[src/include/avmm_consts.svh]
/*
 * Width, memory size, queue depth and stage count constants
 * for the Avalon read/write memory subsystem
 */
`ifndef AVMM_CONSTS_SVH
`define AVMM_CONSTS_SVH

// Word address and data widths of both channels
`define AVMM_ADDR_WIDTH 16
`define AVMM_DATA_WIDTH 32

// Implemented words; any address at or above this is out of range
`define AVMM_MEM_WORDS 1024

// Depth of each request queue inside the memory
`define AVMM_QUEUE_DEPTH 8

// Default register stages and waitrequest delay of the pipeline
`define AVMM_REG_STAGES 2
`define AVMM_WAITREQ_STAGES 2

`endif

[src/logic/avmm_pkg.sv]
/*
 * Request and response payload types for the split read/write Avalon link
 */
`include "avmm_consts.svh"

package avmm_pkg;

    // Avalon response codes, only the two that the memory produces
    typedef enum logic [1:0] {
        OKAY   = 2'd0,
        SLVERR = 2'd2
    } rsp_code_t;

    // A read request carries only the word address
    typedef struct packed {
        logic [`AVMM_ADDR_WIDTH-1:0] addr;
    } rd_req_t;

    // A write request with one enable bit per data byte
    typedef struct packed {
        logic [`AVMM_ADDR_WIDTH-1:0] addr;
        logic [`AVMM_DATA_WIDTH-1:0] data;
        logic [3:0]                  byteenable;
    } wr_req_t;

    typedef struct packed {
        logic [`AVMM_DATA_WIDTH-1:0] data;
        rsp_code_t                   resp;
    } rd_rsp_t;

    typedef struct packed {
        rsp_code_t resp;
    } wr_rsp_t;

endpackage

[src/logic/avmm_pipe_stage.sv]
/*
 * Valid-qualified register chain of configurable depth for any payload type
 */
`timescale 1ns/10ps

module avmm_pipe_stage
#(
    parameter type payload_t = logic,
    parameter int  N_STAGES  = 1
)
(
    input  logic     mem_slave,
    input  logic     reset,
    input  logic     in_valid,
    input  payload_t in_data,
    output logic     out_valid,
    output payload_t out_data
);

    // Stage 0 is the first register after the input
    logic [N_STAGES-1:0] valid_q;
    payload_t            data_q [N_STAGES];

    // Every stage shifts each cycle, so several items can be in flight
    // and none of them ever stalls inside the chain
    always_ff @(posedge mem_slave)
    begin
        valid_q[0] <= in_valid;
        data_q[0]  <= in_data;

        for (int s = 1; s < N_STAGES; s++)
        begin
            valid_q[s] <= valid_q[s-1];
            data_q[s]  <= data_q[s-1];
        end

        // Reset empties the chain by clearing every valid bit
        if (reset)
        begin
            valid_q <= '0;
        end
    end

    // The last register drives the output directly
    assign out_valid = valid_q[N_STAGES-1];
    assign out_data  = data_q[N_STAGES-1];

endmodule

[src/logic/avmm_rdwr_reg_pipe.sv]
/*
 * Register pipeline for a split read/write Avalon link, with waitrequest
 * delay lines that turn waitrequest into an almost-full signal
 */
`timescale 1ns/10ps
`include "avmm_consts.svh"

module avmm_rdwr_reg_pipe
#(
    parameter int N_REG_STAGES         = `AVMM_REG_STAGES,
    parameter int N_WAITREQUEST_STAGES = `AVMM_WAITREQ_STAGES
)
(
    input  logic                        mem_slave,
    input  logic                        reset,

    // Master side, read group
    input  logic                        m_rd_read,
    input  logic [`AVMM_ADDR_WIDTH-1:0] m_rd_address,
    output logic                        m_rd_waitrequest,
    output logic                        m_rd_readdatavalid,
    output logic [`AVMM_DATA_WIDTH-1:0] m_rd_readdata,
    output avmm_pkg::rsp_code_t         m_rd_response,

    // Master side, write group
    input  logic                        m_wr_write,
    input  logic [`AVMM_ADDR_WIDTH-1:0] m_wr_address,
    input  logic [`AVMM_DATA_WIDTH-1:0] m_wr_writedata,
    input  logic [3:0]                  m_wr_byteenable,
    output logic                        m_wr_waitrequest,
    output logic                        m_wr_writeresponsevalid,
    output avmm_pkg::rsp_code_t         m_wr_response,

    // Slave side, read group
    output logic                        s_rd_read,
    output logic [`AVMM_ADDR_WIDTH-1:0] s_rd_address,
    input  logic                        s_rd_waitrequest,
    input  logic                        s_rd_readdatavalid,
    input  logic [`AVMM_DATA_WIDTH-1:0] s_rd_readdata,
    input  avmm_pkg::rsp_code_t         s_rd_response,

    // Slave side, write group
    output logic                        s_wr_write,
    output logic [`AVMM_ADDR_WIDTH-1:0] s_wr_address,
    output logic [`AVMM_DATA_WIDTH-1:0] s_wr_writedata,
    output logic [3:0]                  s_wr_byteenable,
    input  logic                        s_wr_waitrequest,
    input  logic                        s_wr_writeresponsevalid,
    input  avmm_pkg::rsp_code_t         s_wr_response
);

    import avmm_pkg::*;

    if (N_REG_STAGES == 0)
    begin : wires
        // No stages, so the slave sees the master's requests unchanged
        assign s_rd_read               = m_rd_read;
        assign s_rd_address            = m_rd_address;
        assign m_rd_waitrequest        = s_rd_waitrequest;
        assign m_rd_readdatavalid      = s_rd_readdatavalid;
        assign m_rd_readdata           = s_rd_readdata;
        assign m_rd_response           = s_rd_response;
        assign s_wr_write              = m_wr_write;
        assign s_wr_address            = m_wr_address;
        assign s_wr_writedata          = m_wr_writedata;
        assign s_wr_byteenable         = m_wr_byteenable;
        assign m_wr_waitrequest        = s_wr_waitrequest;
        assign m_wr_writeresponsevalid = s_wr_writeresponsevalid;
        assign m_wr_response           = s_wr_response;
    end
    else
    begin : regs
        rd_req_t m_rd_req;
        rd_req_t s_rd_req;
        wr_req_t m_wr_req;
        wr_req_t s_wr_req;
        rd_rsp_t s_rd_rsp;
        rd_rsp_t m_rd_rsp;
        wr_rsp_t s_wr_rsp;
        wr_rsp_t m_wr_rsp;
        logic    m_rd_accept;
        logic    m_wr_accept;

        // Bit 0 is the slave's waitrequest, the top bit goes to the master
        logic [N_WAITREQUEST_STAGES:0] rd_wait_pipe;
        logic [N_WAITREQUEST_STAGES:0] wr_wait_pipe;

        assign rd_wait_pipe[0] = s_rd_waitrequest;
        assign wr_wait_pipe[0] = s_wr_waitrequest;

        // Shift registers start at ones, which holds the master off
        // until the slave's state has propagated through the delay line
        if (N_WAITREQUEST_STAGES > 0)
        begin : wait_dly
            always_ff @(posedge mem_slave)
            begin
                rd_wait_pipe[N_WAITREQUEST_STAGES:1] <= reset ? '1 :
                    rd_wait_pipe[N_WAITREQUEST_STAGES-1:0];
                wr_wait_pipe[N_WAITREQUEST_STAGES:1] <= reset ? '1 :
                    wr_wait_pipe[N_WAITREQUEST_STAGES-1:0];
            end
        end

        assign m_rd_waitrequest = rd_wait_pipe[N_WAITREQUEST_STAGES];
        assign m_wr_waitrequest = wr_wait_pipe[N_WAITREQUEST_STAGES];

        // A request enters the chain only in the cycle the master sees it accepted
        assign m_rd_accept = m_rd_read && !m_rd_waitrequest;
        assign m_wr_accept = m_wr_write && !m_wr_waitrequest;

        assign m_rd_req = '{addr: m_rd_address};
        assign m_wr_req = '{addr: m_wr_address, data: m_wr_writedata,
                            byteenable: m_wr_byteenable};
        assign s_rd_rsp = '{data: s_rd_readdata, resp: s_rd_response};
        assign s_wr_rsp = '{resp: s_wr_response};

        avmm_pipe_stage #(.payload_t(rd_req_t), .N_STAGES(N_REG_STAGES)) u_rd_req
        (
            .mem_slave (mem_slave),
            .reset     (reset),
            .in_valid  (m_rd_accept),
            .in_data   (m_rd_req),
            .out_valid (s_rd_read),
            .out_data  (s_rd_req)
        );

        avmm_pipe_stage #(.payload_t(wr_req_t), .N_STAGES(N_REG_STAGES)) u_wr_req
        (
            .mem_slave (mem_slave),
            .reset     (reset),
            .in_valid  (m_wr_accept),
            .in_data   (m_wr_req),
            .out_valid (s_wr_write),
            .out_data  (s_wr_req)
        );

        // Responses cannot be back-pressured, so the chains run freely
        avmm_pipe_stage #(.payload_t(rd_rsp_t), .N_STAGES(N_REG_STAGES)) u_rd_rsp
        (
            .mem_slave (mem_slave),
            .reset     (reset),
            .in_valid  (s_rd_readdatavalid),
            .in_data   (s_rd_rsp),
            .out_valid (m_rd_readdatavalid),
            .out_data  (m_rd_rsp)
        );

        avmm_pipe_stage #(.payload_t(wr_rsp_t), .N_STAGES(N_REG_STAGES)) u_wr_rsp
        (
            .mem_slave (mem_slave),
            .reset     (reset),
            .in_valid  (s_wr_writeresponsevalid),
            .in_data   (s_wr_rsp),
            .out_valid (m_wr_writeresponsevalid),
            .out_data  (m_wr_rsp)
        );

        assign s_rd_address    = s_rd_req.addr;
        assign s_wr_address    = s_wr_req.addr;
        assign s_wr_writedata  = s_wr_req.data;
        assign s_wr_byteenable = s_wr_req.byteenable;
        assign m_rd_readdata   = m_rd_rsp.data;
        assign m_rd_response   = m_rd_rsp.resp;
        assign m_wr_response   = m_wr_rsp.resp;

        // Stale stage contents must not reach the slave once reset is released
        a_req_idle_after_reset: assert property (@(posedge mem_slave)
            reset |=> !s_rd_read && !s_wr_write);
    end

endmodule

[config.mk]
export PLATFORM = sky130hd
export DESIGN_NAME = avmm_rdwr_reg_pipe
export DESIGN_NICKNAME = d
export VERILOG_FILES = /design/src/logic/avmm_pkg.sv /design/src/logic/avmm_pipe_stage.sv /design/src/logic/avmm_rdwr_reg_pipe.sv
export VERILOG_INCLUDE_DIRS = /design/src /design/src/include
export SDC_FILE = /design/constraint.sdc
export NUM_CORES = 1
export LEC_CHECK = 0
export BUFFER_PORTS_ARGS = -buffer_cell sky130_fd_sc_hd__buf_2
export CAP_MARGIN = 40
export CORE_MARGIN = 10
export CORE_UTILIZATION = 46
export CTS_CLUSTER_SIZE = 14
export DETAILED_ROUTE_END_ITERATION = 8
export MAX_ROUTING_LAYER = met4
export PLACE_DENSITY = 0.77
export SYNTH_ARGS = -nofsm -noshare
export SYNTH_HDL_FRONTEND = slang
export SYNTH_HIERARCHICAL = 1
export SYNTH_SLANG_ARGS = --single-unit
[constraint.sdc]
create_clock -name mem_slave -period 0.8 [get_ports mem_slave]
set_input_delay 0.16 -clock mem_slave [delete_from_list [all_inputs] [get_ports mem_slave]]
set_output_delay 0.16 -clock mem_slave [all_outputs]
set_load 0.02 [all_outputs]
Word-level counts from Yosys, hierarchy flattened

Memory sizes are Yosys's and may differ from the RTL's.
Index checks and enable logic that the tools add are counted.

Bits of input ports: 112
Memories: 4
RAM bits: 208
Register bits after elaboration: 12

Reductions and logical operators: 4

Memories:

| name                 | words | bits a word | rd ports | clocked after Yosys merged registers in | write ports | line                  | text |
|---|---|---|---|---|---|---|---|
| regs.u_wr_req.data_q | 2     | 52          | 2        | 0                                       | 2           | avmm_pipe_stage.sv:22 | `payload_t data_q [N_STAGES];` |
| regs.u_rd_rsp.data_q | 2     | 34          | 2        | 0                                       | 2           | avmm_pipe_stage.sv:22 |  |
| regs.u_rd_req.data_q | 2     | 16          | 2        | 0                                       | 2           | avmm_pipe_stage.sv:22 |  |
| regs.u_wr_rsp.data_q | 2     | 2           | 2        | 0                                       | 2           | avmm_pipe_stage.sv:22 |  |

Operators by type and width:

| kind              | count |
|---|---|
| $logic_and 1x1->1 | 2 |
| $logic_not 1->1   | 2 |

Longest topological paths before layout

Gate-level depths: netlist (run 1).

Depth after elaboration: 2
Mapped depth: 2
Mapped depth without buffers: 2

Hierarchy

Netlist (run 1), hierarchy kept.

Modules (own cells, without submodules):

| module                           | instances | area each (µm²) | cells an instance |
|---|---|---|---|
| avmm_pipe_stage at regs.u_wr_req | 1         | 2524.9          | 160 |
| avmm_pipe_stage at regs.u_rd_rsp | 1         | 1669.1          | 106 |
| avmm_pipe_stage at regs.u_rd_req | 1         | 813.3           | 52 |
| avmm_pipe_stage at regs.u_wr_rsp | 1         | 147.6           | 10 |
| avmm_rdwr_reg_pipe               | 1         | 117.6           | 10 |

Worst setup path before layout (run 1)

OpenSTA, ideal clock, no wires.

Path kind: flip-flop to flip-flop
Start point: register regs.rd_wait_pipe[2], in the netlist m_rd_waitrequest
End point: register regs.u_rd_req.valid_q[0]
Buffers on the path: 0
Required time: 686 ps
Data arrival time: 594 ps
Setup time: 114 ps
Path slack: 93 ps
Cell stages (with the launch flop): 3
Cells stage by stage: dfxtp_1 -> nor2b_1 -> nor2b_1

Cells in the longest elaborated chain, start to end: 2

RTL lines:

| what                             | line                      | text |
|---|---|---|
| start: declaration               | avmm_rdwr_reg_pipe.sv:85  | `logic [N_WAITREQUEST_STAGES:0] rd_wait_pipe;` |
| start signal: indexed assignment | avmm_rdwr_reg_pipe.sv:97  | `rd_wait_pipe[N_WAITREQUEST_STAGES:1] <= reset ? '1 :` |
| $logic_not 1->1                  | avmm_rdwr_reg_pipe.sv:108 | `assign m_rd_accept = m_rd_read && !m_rd_waitrequest;` |
| $logic_and 1x1->1                | avmm_rdwr_reg_pipe.sv:108 |  |
| via regs.m_rd_accept             | avmm_rdwr_reg_pipe.sv:81  | `logic m_rd_accept;` |
| end signal: assignment           | avmm_pipe_stage.sv:28     | `valid_q[0] <= in_valid;` |
| end signal: indexed assignment   | avmm_pipe_stage.sv:33     | `valid_q[s] <= valid_q[s-1];` |
| end: declaration                 | avmm_pipe_stage.sv:21     | `logic [N_STAGES-1:0] valid_q;` |

The timed path passes the listed nets, and every way through them passes these cells.
A chain may end at the register's enable or synchronous reset.

Worst setup path after layout (run 1)

Start point: register regs.rd_wait_pipe[2], in the netlist m_rd_waitrequest
End point: output m_rd_waitrequest

RTL lines:

| what             | line                     | text |
|---|---|---|
| end: declaration | avmm_rdwr_reg_pipe.sv:20 | `output logic m_rd_waitrequest,` |

No word-level cell between the ends.

==> summary.md, run 1 <==
| Metric | Value |
|---|---|
| Status | `complete, but fails checks` |
| Failing checks | `negative setup slack` |
| Die ar. | `~16,000 um2` |
| Reg2reg setup slack | `~0.050 ns` |
| P per Cell Area | `~2700 nW/um2` |
| Clock sink total | `220` |
| Syn Area/Cell | `15.6 um2` |
| Proportion of layout cells with a drive suffix above 1 | `0.608` |
| Largest net degree at the start of global routing | `15` |
| Seq/Total Area, Yosys | `0.835` |
| WP depth | `1` |
| Input/output buffers | `221` |
| Worst skew pair latency | `0.46 ns` |
| Initial core utilization | `0.466` |
| Hold WC Path Type | `in -> reg` |
| WP data required | `between 0.6 and 0.7 ns` |
| Worst Setup Slack, final | `-0.289 ns` |
| Reg2reg end | `regs.u_rd_req/valid_q[0]` |
| Final setup fails | `between 100 and 150` |
| GR Overflow Total | `0` |
| Residual DRC | `0` |
| CP endpoint | `m_rd_waitrequest` |
| Crit. Startpoint | `m_rd_waitrequest` |
| Vias | `roughly 3.0k` |
| Area share of xor/xnor cells in the synthesized design | `0` |
| Worst-path cell chain | `buf_6` |
| Dpl ws | `between 0.1 and 0.15 ns` |
| Placed Area | `5780 um2` |
| Htree depth | `1` |
| DIE HEIGHT | `approximately 130 um` |
| Cell area after layout | `approximately 8300 um2` |
| Post-route minimum period | `approximately 1.1 ns` |
| Setup Skew | `between 0.007 and 0.008 ns` |
| Post-Synth Adder-Cell Area | `0` |
| R2r startpoint | `m_rd_waitrequest` |
| WS Path Type | `reg -> out` |
| Final Max Slew Viols | `0` |
| Setup_tns | `-28.80 ns` |
| Post-layout util | `0.737` |
| Largest family of logic cells by synthesized area | `buffers and inverters` |
| Simple-Gate Fraction of Synth Area | `0.0166` |
| Root Buffer | `clkbuf_16` |
| Crit end category | `output port` |
| First DRT Iteration DRCs | `132` |
| Post-DP HPWL | `around 7.6 mm` |
| Worst r2r path cells | `2` |
| Initial antenna violation count | `1` |
| Slew @ Worst Pin | `approximately 0.15 ns` |
| Slowest CP cell | `dfxtp_2` |
| CTS Buf Count | `21` |
| Post-Syn Instances | `around 340` |
| First drt pass iteration count | `4` |
| Synth Register Bits | `220` |
| Number of buffer and inverter instances along the worst setup path | `1` |
| Cell variety after synth | `4` |
| Number of global-route vias before repair | `3,569` |
| Max-cap violations | `0` |
| Wire length per cell | `roughly 18 um` |
| Area delta synth->final | `58.3%` |
| Final period util | `1.36` |
| Synthesized area | `between 5000 and 6000 um2` |
| Rel. slew slack | `0.899` |
| Hold Vio Cnt, Final | `0` |
| Max Freq | `about 0.92 GHz` |
| Crit path launch type | `flop` |
| DR vias/cell | `around 4.0` |
| Final wirelength | `between 10 and 15 mm` |
| Pleak | `approximately 0.0038 uW` |
| RSZ-0062 raised after global routing | `yes` |
| Remaining antenna violation count | `0` |
| Maximum vdd drop | `approximately 2.5 mV` |
| Core Area | `roughly 11,000 um2` |
| Critical path's top delay family | `flip-flops` |
| Ports | `approximately 220` |
| Synth Area in Compound Gates | `0` |
| Die Wd | `between 100 and 150 um` |
| Clock Tree Buf Depth | `3` |
| CTS tree | `built` |
| Commonest cells after routing, fill and taps aside | `buf_2, dfxtp_2, buf_6, dfxtp_1, dlygate4sd3_1` |
| All-Layer GR Usage | `0.159` |
| YS warnings | `6` |
| Crit-path max cell delay | `between 0.3 and 0.4 ns` |
| Mux cell area share after synthesis | `0` |
| Layout Nets | `about 700` |
| Clock slew at reported path FFs | `~0.060 ns` |
| Syn Nets | `450` |
| Crit-path max FO | `2` |
| GP Congestion | `between 0.7 and 0.8` |
| First-pass GRT wire length | `19.8 mm` |
| CP arrival | `~0.93 ns` |
| Row count | `39` |
[through the flow]
step	power, uW	std cells	hold slack, ns
floorplan	12700	338	0.188
global placement	12800	598	0.262
detailed placement	12900	598	0.264
CTS	22700	742	0.0563
global route	23400	743	0.0709
finish	22700	743	0.0711
[cell families (layout without fill, tap and decap cells)]
family	count (synthesis)	in the layout
buffers and inverters	104	365
other	0	1
and+or+nand+nor	14	14
DFF	220	220
[Yosys cell counts]
master   instances  area, um2
dfxtp_1        220       4400
or2_1            4       25.0
buf_4          104        781
nor2b_1         10       62.6
[cell type report]
| class | instances | area [um2] |
|---|---|---|
| fill | 659 | 2980 |
| antenna | 1 | 2.50 |
| clock buffer | 29 | 616 |
| tap | 143 | 179 |
| multi-input combinational | 14 | 87.6 |
| timing repair buffer | 330 | 2890 |
| clock inverter | 6 | 30.0 |
| sequential | 220 | 4540 |
[where the power goes]
part	internal [uW]	leakage (uW)	switching [uW]
combinational	1070	0.00159	692
clock	5340	0.000328	3740
sequential	11600	0.00186	227
[routing by layer]
| layer | routed length [um] | part of all wire | vias up | track usage |
|---|---|---|---|---|
| li1 | - | - | 1421 | - |
| met1 | 4440 | 0.34 | 1360 | 0.147 |
| met2 | 7250 | 0.55 | 152 | 0.296 |
| met3 | 1150 | 0.088 | 22 | 0.0591 |
| met4 | 301 | 0.023 | 0 | 0.0482 |
| met5 | 0 | 0 | - | - |
[state kept, by name, summed over array words and instances (netlist names)]
signal	count
regs.u_rd_rsp/valid_q	2
regs.u_rd_req/valid_q	2
regs.u_rd_req/data_q	32
m_rd_waitrequest	1
regs.u_wr_rsp/data_q	4
regs.rd_wait_pipe	1
regs.u_wr_req/data_q	104
regs.wr_wait_pipe	1
regs.u_rd_rsp/data_q	68
m_wr_waitrequest	1
regs.u_wr_rsp/valid_q	2
regs.u_wr_req/valid_q	2
[how the worst min path moves through the flow]
stage                                  start                     endpoint  slack, ns  cells after the start
after floorplan              m_rd_address[0]   regs.u_rd_req/data_q[0][0]       0.19                      0
after global placement     s_rd_readdata[24]  regs.u_rd_rsp/data_q[0][26]       0.26                      1
after detailed placement  m_wr_writedata[30]  regs.u_wr_req/data_q[0][34]       0.26                      1
after CTS                         m_wr_write     regs.u_wr_req/valid_q[0]       0.06                      3
after global routing              m_wr_write     regs.u_wr_req/valid_q[0]       0.07                      3
final                             m_wr_write     regs.u_wr_req/valid_q[0]       0.07                      3
[timing repair]
action	4_1_cts	5_1_grt
buffers inserted	0	0
hold endpoints to repair	113	0
endpoints found under the setup margin	110	111
gates resized for setup	330	2
hold buffers	109	0
Power figures use the tool's default switching activity.
==> run 2: changes to the inputs <==
==> constraint.sdc (replaced) <==
create_clock -name mem_slave -period 1.1 [get_ports mem_slave]
set_input_delay 0.22 -clock mem_slave [delete_from_list [all_inputs] [get_ports mem_slave]]
set_output_delay 0.22 -clock mem_slave [all_outputs]
set_load 0.05 [all_outputs]
==> run 2 against run 1 <==
Compared with the run above: the flow still finishes with violations (negative setup slack); clock skew grew 0.0061 ns; first-iteration DRC count grew 12%; utilization grew 4.0 points; highest routed layer unchanged; worst hold slack gained 0.019 ns; largest cell class unchanged; critical endpoint is now s_wr_address[1]; critical path type unchanged; via count grew 0.14%.
==> summary.md, run 2 (synthesis gave the netlist of run 1 again) <==
| Metric | Value |
|---|---|
| Initial core utilization | `0.466` |
| Hold WC Path Type | `in -> reg` |
| Crit-path max FO | `1` |
| Crit-path max cell delay | `0.35 ns` |
| Critical path's top delay family | `flip-flops` |
| Crit. Startpoint | `regs.u_wr_req/data_q[0][89]` |
| First drt pass iteration count | `4` |
| Final period util | `1.08` |
| Commonest cells after routing, fill and taps aside | `buf_2, dfxtp_2, buf_8, dfxtp_1, dlygate4sd3_1` |
| WS Path Type | `reg -> out` |
| WP depth | `1` |
| Number of global-route vias before repair | `approximately 3.7k` |
| Remaining antenna violation count | `0` |
| Initial antenna violation count | `1` |
| Final setup fails | `110` |
| Worst-path cell chain | `buf_8` |
| Crit end category | `output port` |
| Biggest regs | `regs.u_wr_req/data_q x104, regs.u_rd_rsp/data_q x68, regs.u_rd_req/data_q x32` |
| Tot Pwr | `between 15,000 and 20,000 uW` |
| Hold Vio Cnt, Final | `0` |
| Reg2reg end | `regs.u_wr_req/valid_q[0]` |
| Biggest register | `regs.u_wr_req/data_q` |
| Post-DP HPWL | `around 7.6 mm` |
| CTS tree | `built` |
| CP endpoint | `s_wr_address[1]` |
| Worst skew pair latency | `between 0.4 and 0.5 ns` |
| Worst r2r path cells | `3` |
| Clock slew at reported path FFs | `~0.06 ns` |
| Wire length per cell | `roughly 18 um` |
| Ports | `roughly 220` |
| Status | `complete, but fails checks` |
| Final Max Slew Viols | `0` |
| Post-route minimum period | `roughly 1.2 ns` |
| Pleak | `~0.004 uW` |
| Max-cap violations | `0` |
| Residual DRC | `0` |
| P per Cell Area | `between 2000 and 2500 nW/um2` |
| Maximum vdd drop | `approximately 1.4 mV` |
| Rel. slew slack | `0.861` |
| Slowest CP cell | `dfxtp_2` |
| All-Layer GR Usage | `0.170` |
| Number of buffer and inverter instances along the worst setup path | `1` |
| Setup Skew | `between 0.01 and 0.015 ns` |
| Worst Setup Slack, final | `-0.0851 ns` |
| Most common cell after layout, fill and taps aside | `buf_2` |
| Proportion of layout cells with a drive suffix above 1 | `0.605` |
| CP arrival | `between 0.9 and 1 ns` |
| GR Overflow Total | `0` |
| Max reg flops | `104` |
| Vias | `between 2k and 3k` |
| Htree depth | `1` |
| Row count | `39` |
| R2r startpoint | `m_wr_waitrequest` |
| Clock sink total | `between 200 and 250` |
| DIE HEIGHT | `about 130 um` |
| Largest net degree at the start of global routing | `15` |
| First-pass GRT wire length | `20.9 mm` |
| DR vias/cell | `3.98` |
| CTS Buf Count | `21` |
| WP data required | `around 0.88 ns` |
| RSZ-0062 raised after global routing | `yes` |
| Failing checks | `negative setup slack` |
| First DRT Iteration DRCs | `148` |
| Setup_tns | `-6.23 ns` |
| Slew @ Worst Pin | `between 0.2 and 0.25 ns` |
| Die ar. | `16,100 um2` |
| Crit path launch type | `flop` |
| Die Wd | `127 um` |
| Reg2reg setup slack | `about 0.25 ns` |
| Area delta synth->final | `66.8%` |
| Input/output buffers | `about 220` |
| Clock Tree Buf Depth | `3` |
| Final wirelength | `13.7 mm` |
| Core Area | `approximately 11,000 um2` |
| Layout Nets | `around 700` |
| GP Congestion | `between 0.7 and 0.8` |
| Max Freq | `approximately 0.84 GHz` |
| Root Buffer | `clkbuf_16` |
==> run 2: worst min path at each step <==
stage	end	cells after the start	slack (ns)	startpoint
floorplan	regs.u_rd_req/data_q[0][0]	0	0.25	m_rd_address[0]
global placement	regs.u_wr_req/data_q[0][72]	0	0.31	regs.u_wr_req/data_q[0][20]
detailed placement	regs.u_rd_req/data_q[0][19]	0	0.31	regs.u_rd_req/data_q[0][3]
CTS	regs.u_rd_rsp/valid_q[1]	2	0.05	reset
global route	regs.u_wr_rsp/valid_q[0]	2	0.09	reset
finish	regs.u_wr_rsp/valid_q[0]	2	0.09	reset
==> run 2: timing repair <==
item	CTS	global route
setup buffers	1	0
pin swaps	0	0
cloned	0	0
hold buffers	108	0
hold endpoints to repair	108	0
resized for setup	440	0
setup endpoints to repair	110	110
==> run 2: per-layer routing <==
| metal | routed length (um) | up-vias | GRT usage |
|---|---|---|---|
| li1 | - | 1428 | - |
| met1 | 4440 | 1361 | 0.152 |
| met2 | 7640 | 148 | 0.318 |
| met3 | 1300 | 22 | 0.0711 |
| met4 | 308 | 0 | 0.0489 |
| met5 | 0 | - | - |
==> run 2: layout make-up <==
class                      instances  area (um2)
antenna                            1        2.50
clock buffer                      31         613
clock inverter                     5        75.1
fill                             583        2530
multi-input combinational         14        87.6
sequential                       220        4540
tap                              143         179
timing repair buffer             330        3300
==> run 2: stage by stage <==
| stage | hold slack [ns] | area, um2 | utilization | std cells | setup slack (ns) |
|---|---|---|---|---|---|
| 6_report | 0.0905 | 8790 | 0.777 | 744 | -0.0851 |
| 5_1_grt | 0.0884 | 8790 | 0.777 | 744 | -0.123 |
| 4_1_cts | 0.0482 | 8790 | 0.777 | 743 | -0.102 |
| 3_5_place_dp | 0.312 | 5780 | 0.510 | 598 | 0.283 |
| 2_1_floorplan | 0.248 | 5270 | - | 338 | 0.172 |
| 3_3_place_gp | 0.310 | 5780 | 0.510 | 598 | 0.297 |
==> run 2: power by group <==
group | total, uW | switching (uW) | internal, uW
registers | 8640 | 203 | 8440
logic | 1930 | 989 | 942
clock network | 7030 | 2720 | 4310
==> run 3: changes to the inputs <==
--- a/config.mk
+++ b/config.mk
@@ -8,12 +8,11 @@
 export LEC_CHECK = 0
 export BUFFER_PORTS_ARGS = -buffer_cell sky130_fd_sc_hd__buf_2
 export CAP_MARGIN = 40
-export CORE_MARGIN = 10
-export CORE_UTILIZATION = 46
+export CORE_UTILIZATION = 49
 export CTS_CLUSTER_SIZE = 14
 export DETAILED_ROUTE_END_ITERATION = 8
 export MAX_ROUTING_LAYER = met4
-export PLACE_DENSITY = 0.77
+export PLACE_DENSITY = 0.82
 export SYNTH_ARGS = -nofsm -noshare
 export SYNTH_HDL_FRONTEND = slang
 export SYNTH_HIERARCHICAL = 1
==> constraint.sdc (replaced) <==
create_clock -name mem_slave -period 1.4 [get_ports mem_slave]
set_input_delay 0.28 -clock mem_slave [delete_from_list [all_inputs] [get_ports mem_slave]]
set_output_delay 0.28 -clock mem_slave [all_outputs]
set_load 0.05 [all_outputs]
==> run 3 against run 2 <==
Compared with the run above: the flow now finishes without violations; first-iteration DRC count shrank 64%; critical path depth is the same; global-route usage grew 1.6 points; power shrank 27%; die area shrank 31%; worst hold slack lost 0.028 ns; worst setup slack gained 0.090 ns; sequential cell count is the same; combinational power shrank 35%; largest power group unchanged.
==> summary.md, run 3 (synthesis gave the netlist of run 1 again) <==
| Metric | Value |
|---|---|
| Status | `finished, final reports clean` |
| CTS Buf Count | `21` |
| Most common cell after layout, fill and taps aside | `dfxtp_1` |
| P_int | `9820 uW` |
| Clock sink total | `220` |
| Multi-input logic area | `87.6 um2` |
| Final period util | `0.996` |
| Crit end category | `output port` |
| WP depth | `1` |
| Post-layout util | `0.745` |
| WP data required | `1.12 ns` |
| Remaining antenna violation count | `0` |
| GR Overflow Total | `0` |
| Reg2reg end | `regs.u_wr_req/valid_q[0]` |
| Biggest register | `regs.u_wr_req/data_q` |
| WHS | `0.0623 ns` |
| Switching share of power | `0.234` |
| Reg2reg setup slack | `0.64 ns` |
| Core Area | `around 10,000 um2` |
| Residual DRC | `0` |
| Worst-path cell chain | `buf_2` |
| Hold WC Path Type | `in -> reg` |
| Final setup fails | `0` |
| Crit-path max FO | `1` |
| Hold Vio Cnt, Final | `0` |
| Number of global-route vias before repair | `between 3k and 4k` |
| Proportion of layout cells with a drive suffix above 1 | `0.420` |
| Input/output buffers | `~220` |
| Critical path's top delay family | `flip-flops` |
| Slowest CP cell | `dfxtp_1` |
| CP arrival | `1.11 ns` |
| Biggest regs | `regs.u_wr_req/data_q x104, regs.u_rd_rsp/data_q x68, regs.u_rd_req/data_q x32` |
| Ports | `~220` |
| WHS Endpoint | `regs.u_rd_rsp/valid_q[1]` |
| Crit path launch type | `flop` |
| R2r startpoint | `m_wr_waitrequest` |
| Worst Setup Slack, final | `roughly 0.0052 ns` |
| Sw power | `about 3000 uW` |
| GP Congestion | `0.692` |
| Pleak | `0.00358 uW` |
| Dpl ws | `around 0.52 ns` |
| Largest net degree at the start of global routing | `15` |
| Slew @ Worst Pin | `about 0.25 ns` |
| Die ar. | `approximately 11,000 um2` |
| Initial antenna violation count | `0` |
| Sequential share of power | `0.523` |
| Max Freq | `just over 0.7 GHz` |
| Antenna Diode Count | `0` |
| All-Layer GR Usage | `0.185` |
| Worst Hold Launch | `reset` |
| Final Max Slew Viols | `0` |
| Count of non-filler cells in the finished layout | `734` |
| Number of buffer and inverter instances along the worst setup path | `1` |
| Fillers | `roughly 590` |
| Htree depth | `1` |
| Crit-path max cell delay | `about 0.33 ns` |
| Tot Pwr | `between 10,000 and 15,000 uW` |
| Worst r2r path cells | `2` |
| WS Path Type | `reg -> out` |
| Clock power frac | `0.379` |
| P per Cell Area | `approximately 1700 nW/um2` |
| Hold Crit Depth | `2` |
| Clock Tree Buf Depth | `3` |
| Placed Instances | `~590` |
| Initial core utilization | `0.508` |
| First-pass GRT wire length | `around 16 mm` |
| Final wirelength | `~11 mm` |
| Layout Nets | `between 600 and 700` |
| First drt pass iteration count | `3` |
| Rel. slew slack | `0.836` |
| CTS tree | `built` |
| Clock slew at reported path FFs | `~0.06 ns` |
| Post-route minimum period | `around 1.4 ns` |
| Vias | `slightly below 3k` |
| Row count | `37` |
| Root Buffer | `clkbuf_8` |
| Register area | `about 4400 um2` |
| Maximum vdd drop | `roughly 1.1 mV` |
| Worst skew pair latency | `around 0.53 ns` |
| Die Wd | `106 um` |
| Max reg flops | `between 100 and 150` |
| Part of the power in combinational logic | `0.098` |
| First DRT Iteration DRCs | `53` |
| Post-CTS Setup Repair Bufs | `0` |
| Area delta synth->final | `46.6%` |
| DIE HEIGHT | `roughly 110 um` |
| Post-DP HPWL | `between 5 and 6 mm` |
| Wire length per cell | `roughly 15 um` |
| Max-cap violations | `0` |
| Setup Skew | `0.0143 ns` |
| Commonest cells after routing, fill and taps aside | `dfxtp_1, buf_2, dlygate4sd3_1` |
| DR vias/cell | `4.01` |
run 3: worst reg2reg max path, stage by stage (launching register included):
cell and delay [ns]:
dfxtp_1 0.33, nor2b_1 0.18, nor2b_1 0.18
run 3: metal layers:
| layer | wire length (um) | vias to the layer above | global-route usage |
|---|---|---|---|
| li1 | - | 1422 | - |
| met1 | 4030 | 1348 | 0.186 |
| met2 | 5970 | 148 | 0.351 |
| met3 | 669 | 24 | 0.0427 |
| met4 | 318 | 0 | 0.0615 |
| met5 | 0 | - | - |
run 3: worst max-delay path by stage:
stage / end / startpoint
after global routing: m_rd_readdata[1] / regs.u_rd_rsp/data_q[0][37]
after CTS: m_rd_readdata[19] / regs.u_rd_rsp/data_q[0][55]
final: m_rd_readdata[1] / regs.u_rd_rsp/data_q[0][37]
after floorplan: regs.u_rd_req/valid_q[0] / m_rd_waitrequest
after detailed placement: m_rd_readdata[0] / regs.u_rd_rsp/data_q[0][36]
after global placement: m_rd_readdata[0] / regs.u_rd_rsp/data_q[0][36]
run 3: what timing repair did:
action | in CTS | in global routing
hold buffers | 108 | 0
gates resized for setup | 63 | 57
cloned | 0 | 0
hold endpoints to repair | 108 | 0
setup endpoints to repair | 62 | 50
run 3: area by class of cell:
cell class	instances	share of cell area
clock inverters	6	0.00534
multi-input cells	14	0.0113
clock buffers	29	0.0714
flip-flops and latches	220	0.570
well taps	136	0.0220
repair buffers	329	0.320
run 3: metrics by stage:
stage	TNS (ns)	cell area, um2
global placement	0	5770
CTS	0	7600
finish	0	7730
detailed placement	0	5770
global route	-0.127	7730
floorplan	0	5270
run 3: power by group through the flow:
stage                     Combinational, uW  Clock, uW  Sequential [uW]
final                                  1260       4850             6700
after global routing                   1300       5230             6720
after CTS                              1210       4920             6690
after detailed placement                915          0             6810
after global placement                  904          0             6800
after floorplan                         807          0             6800
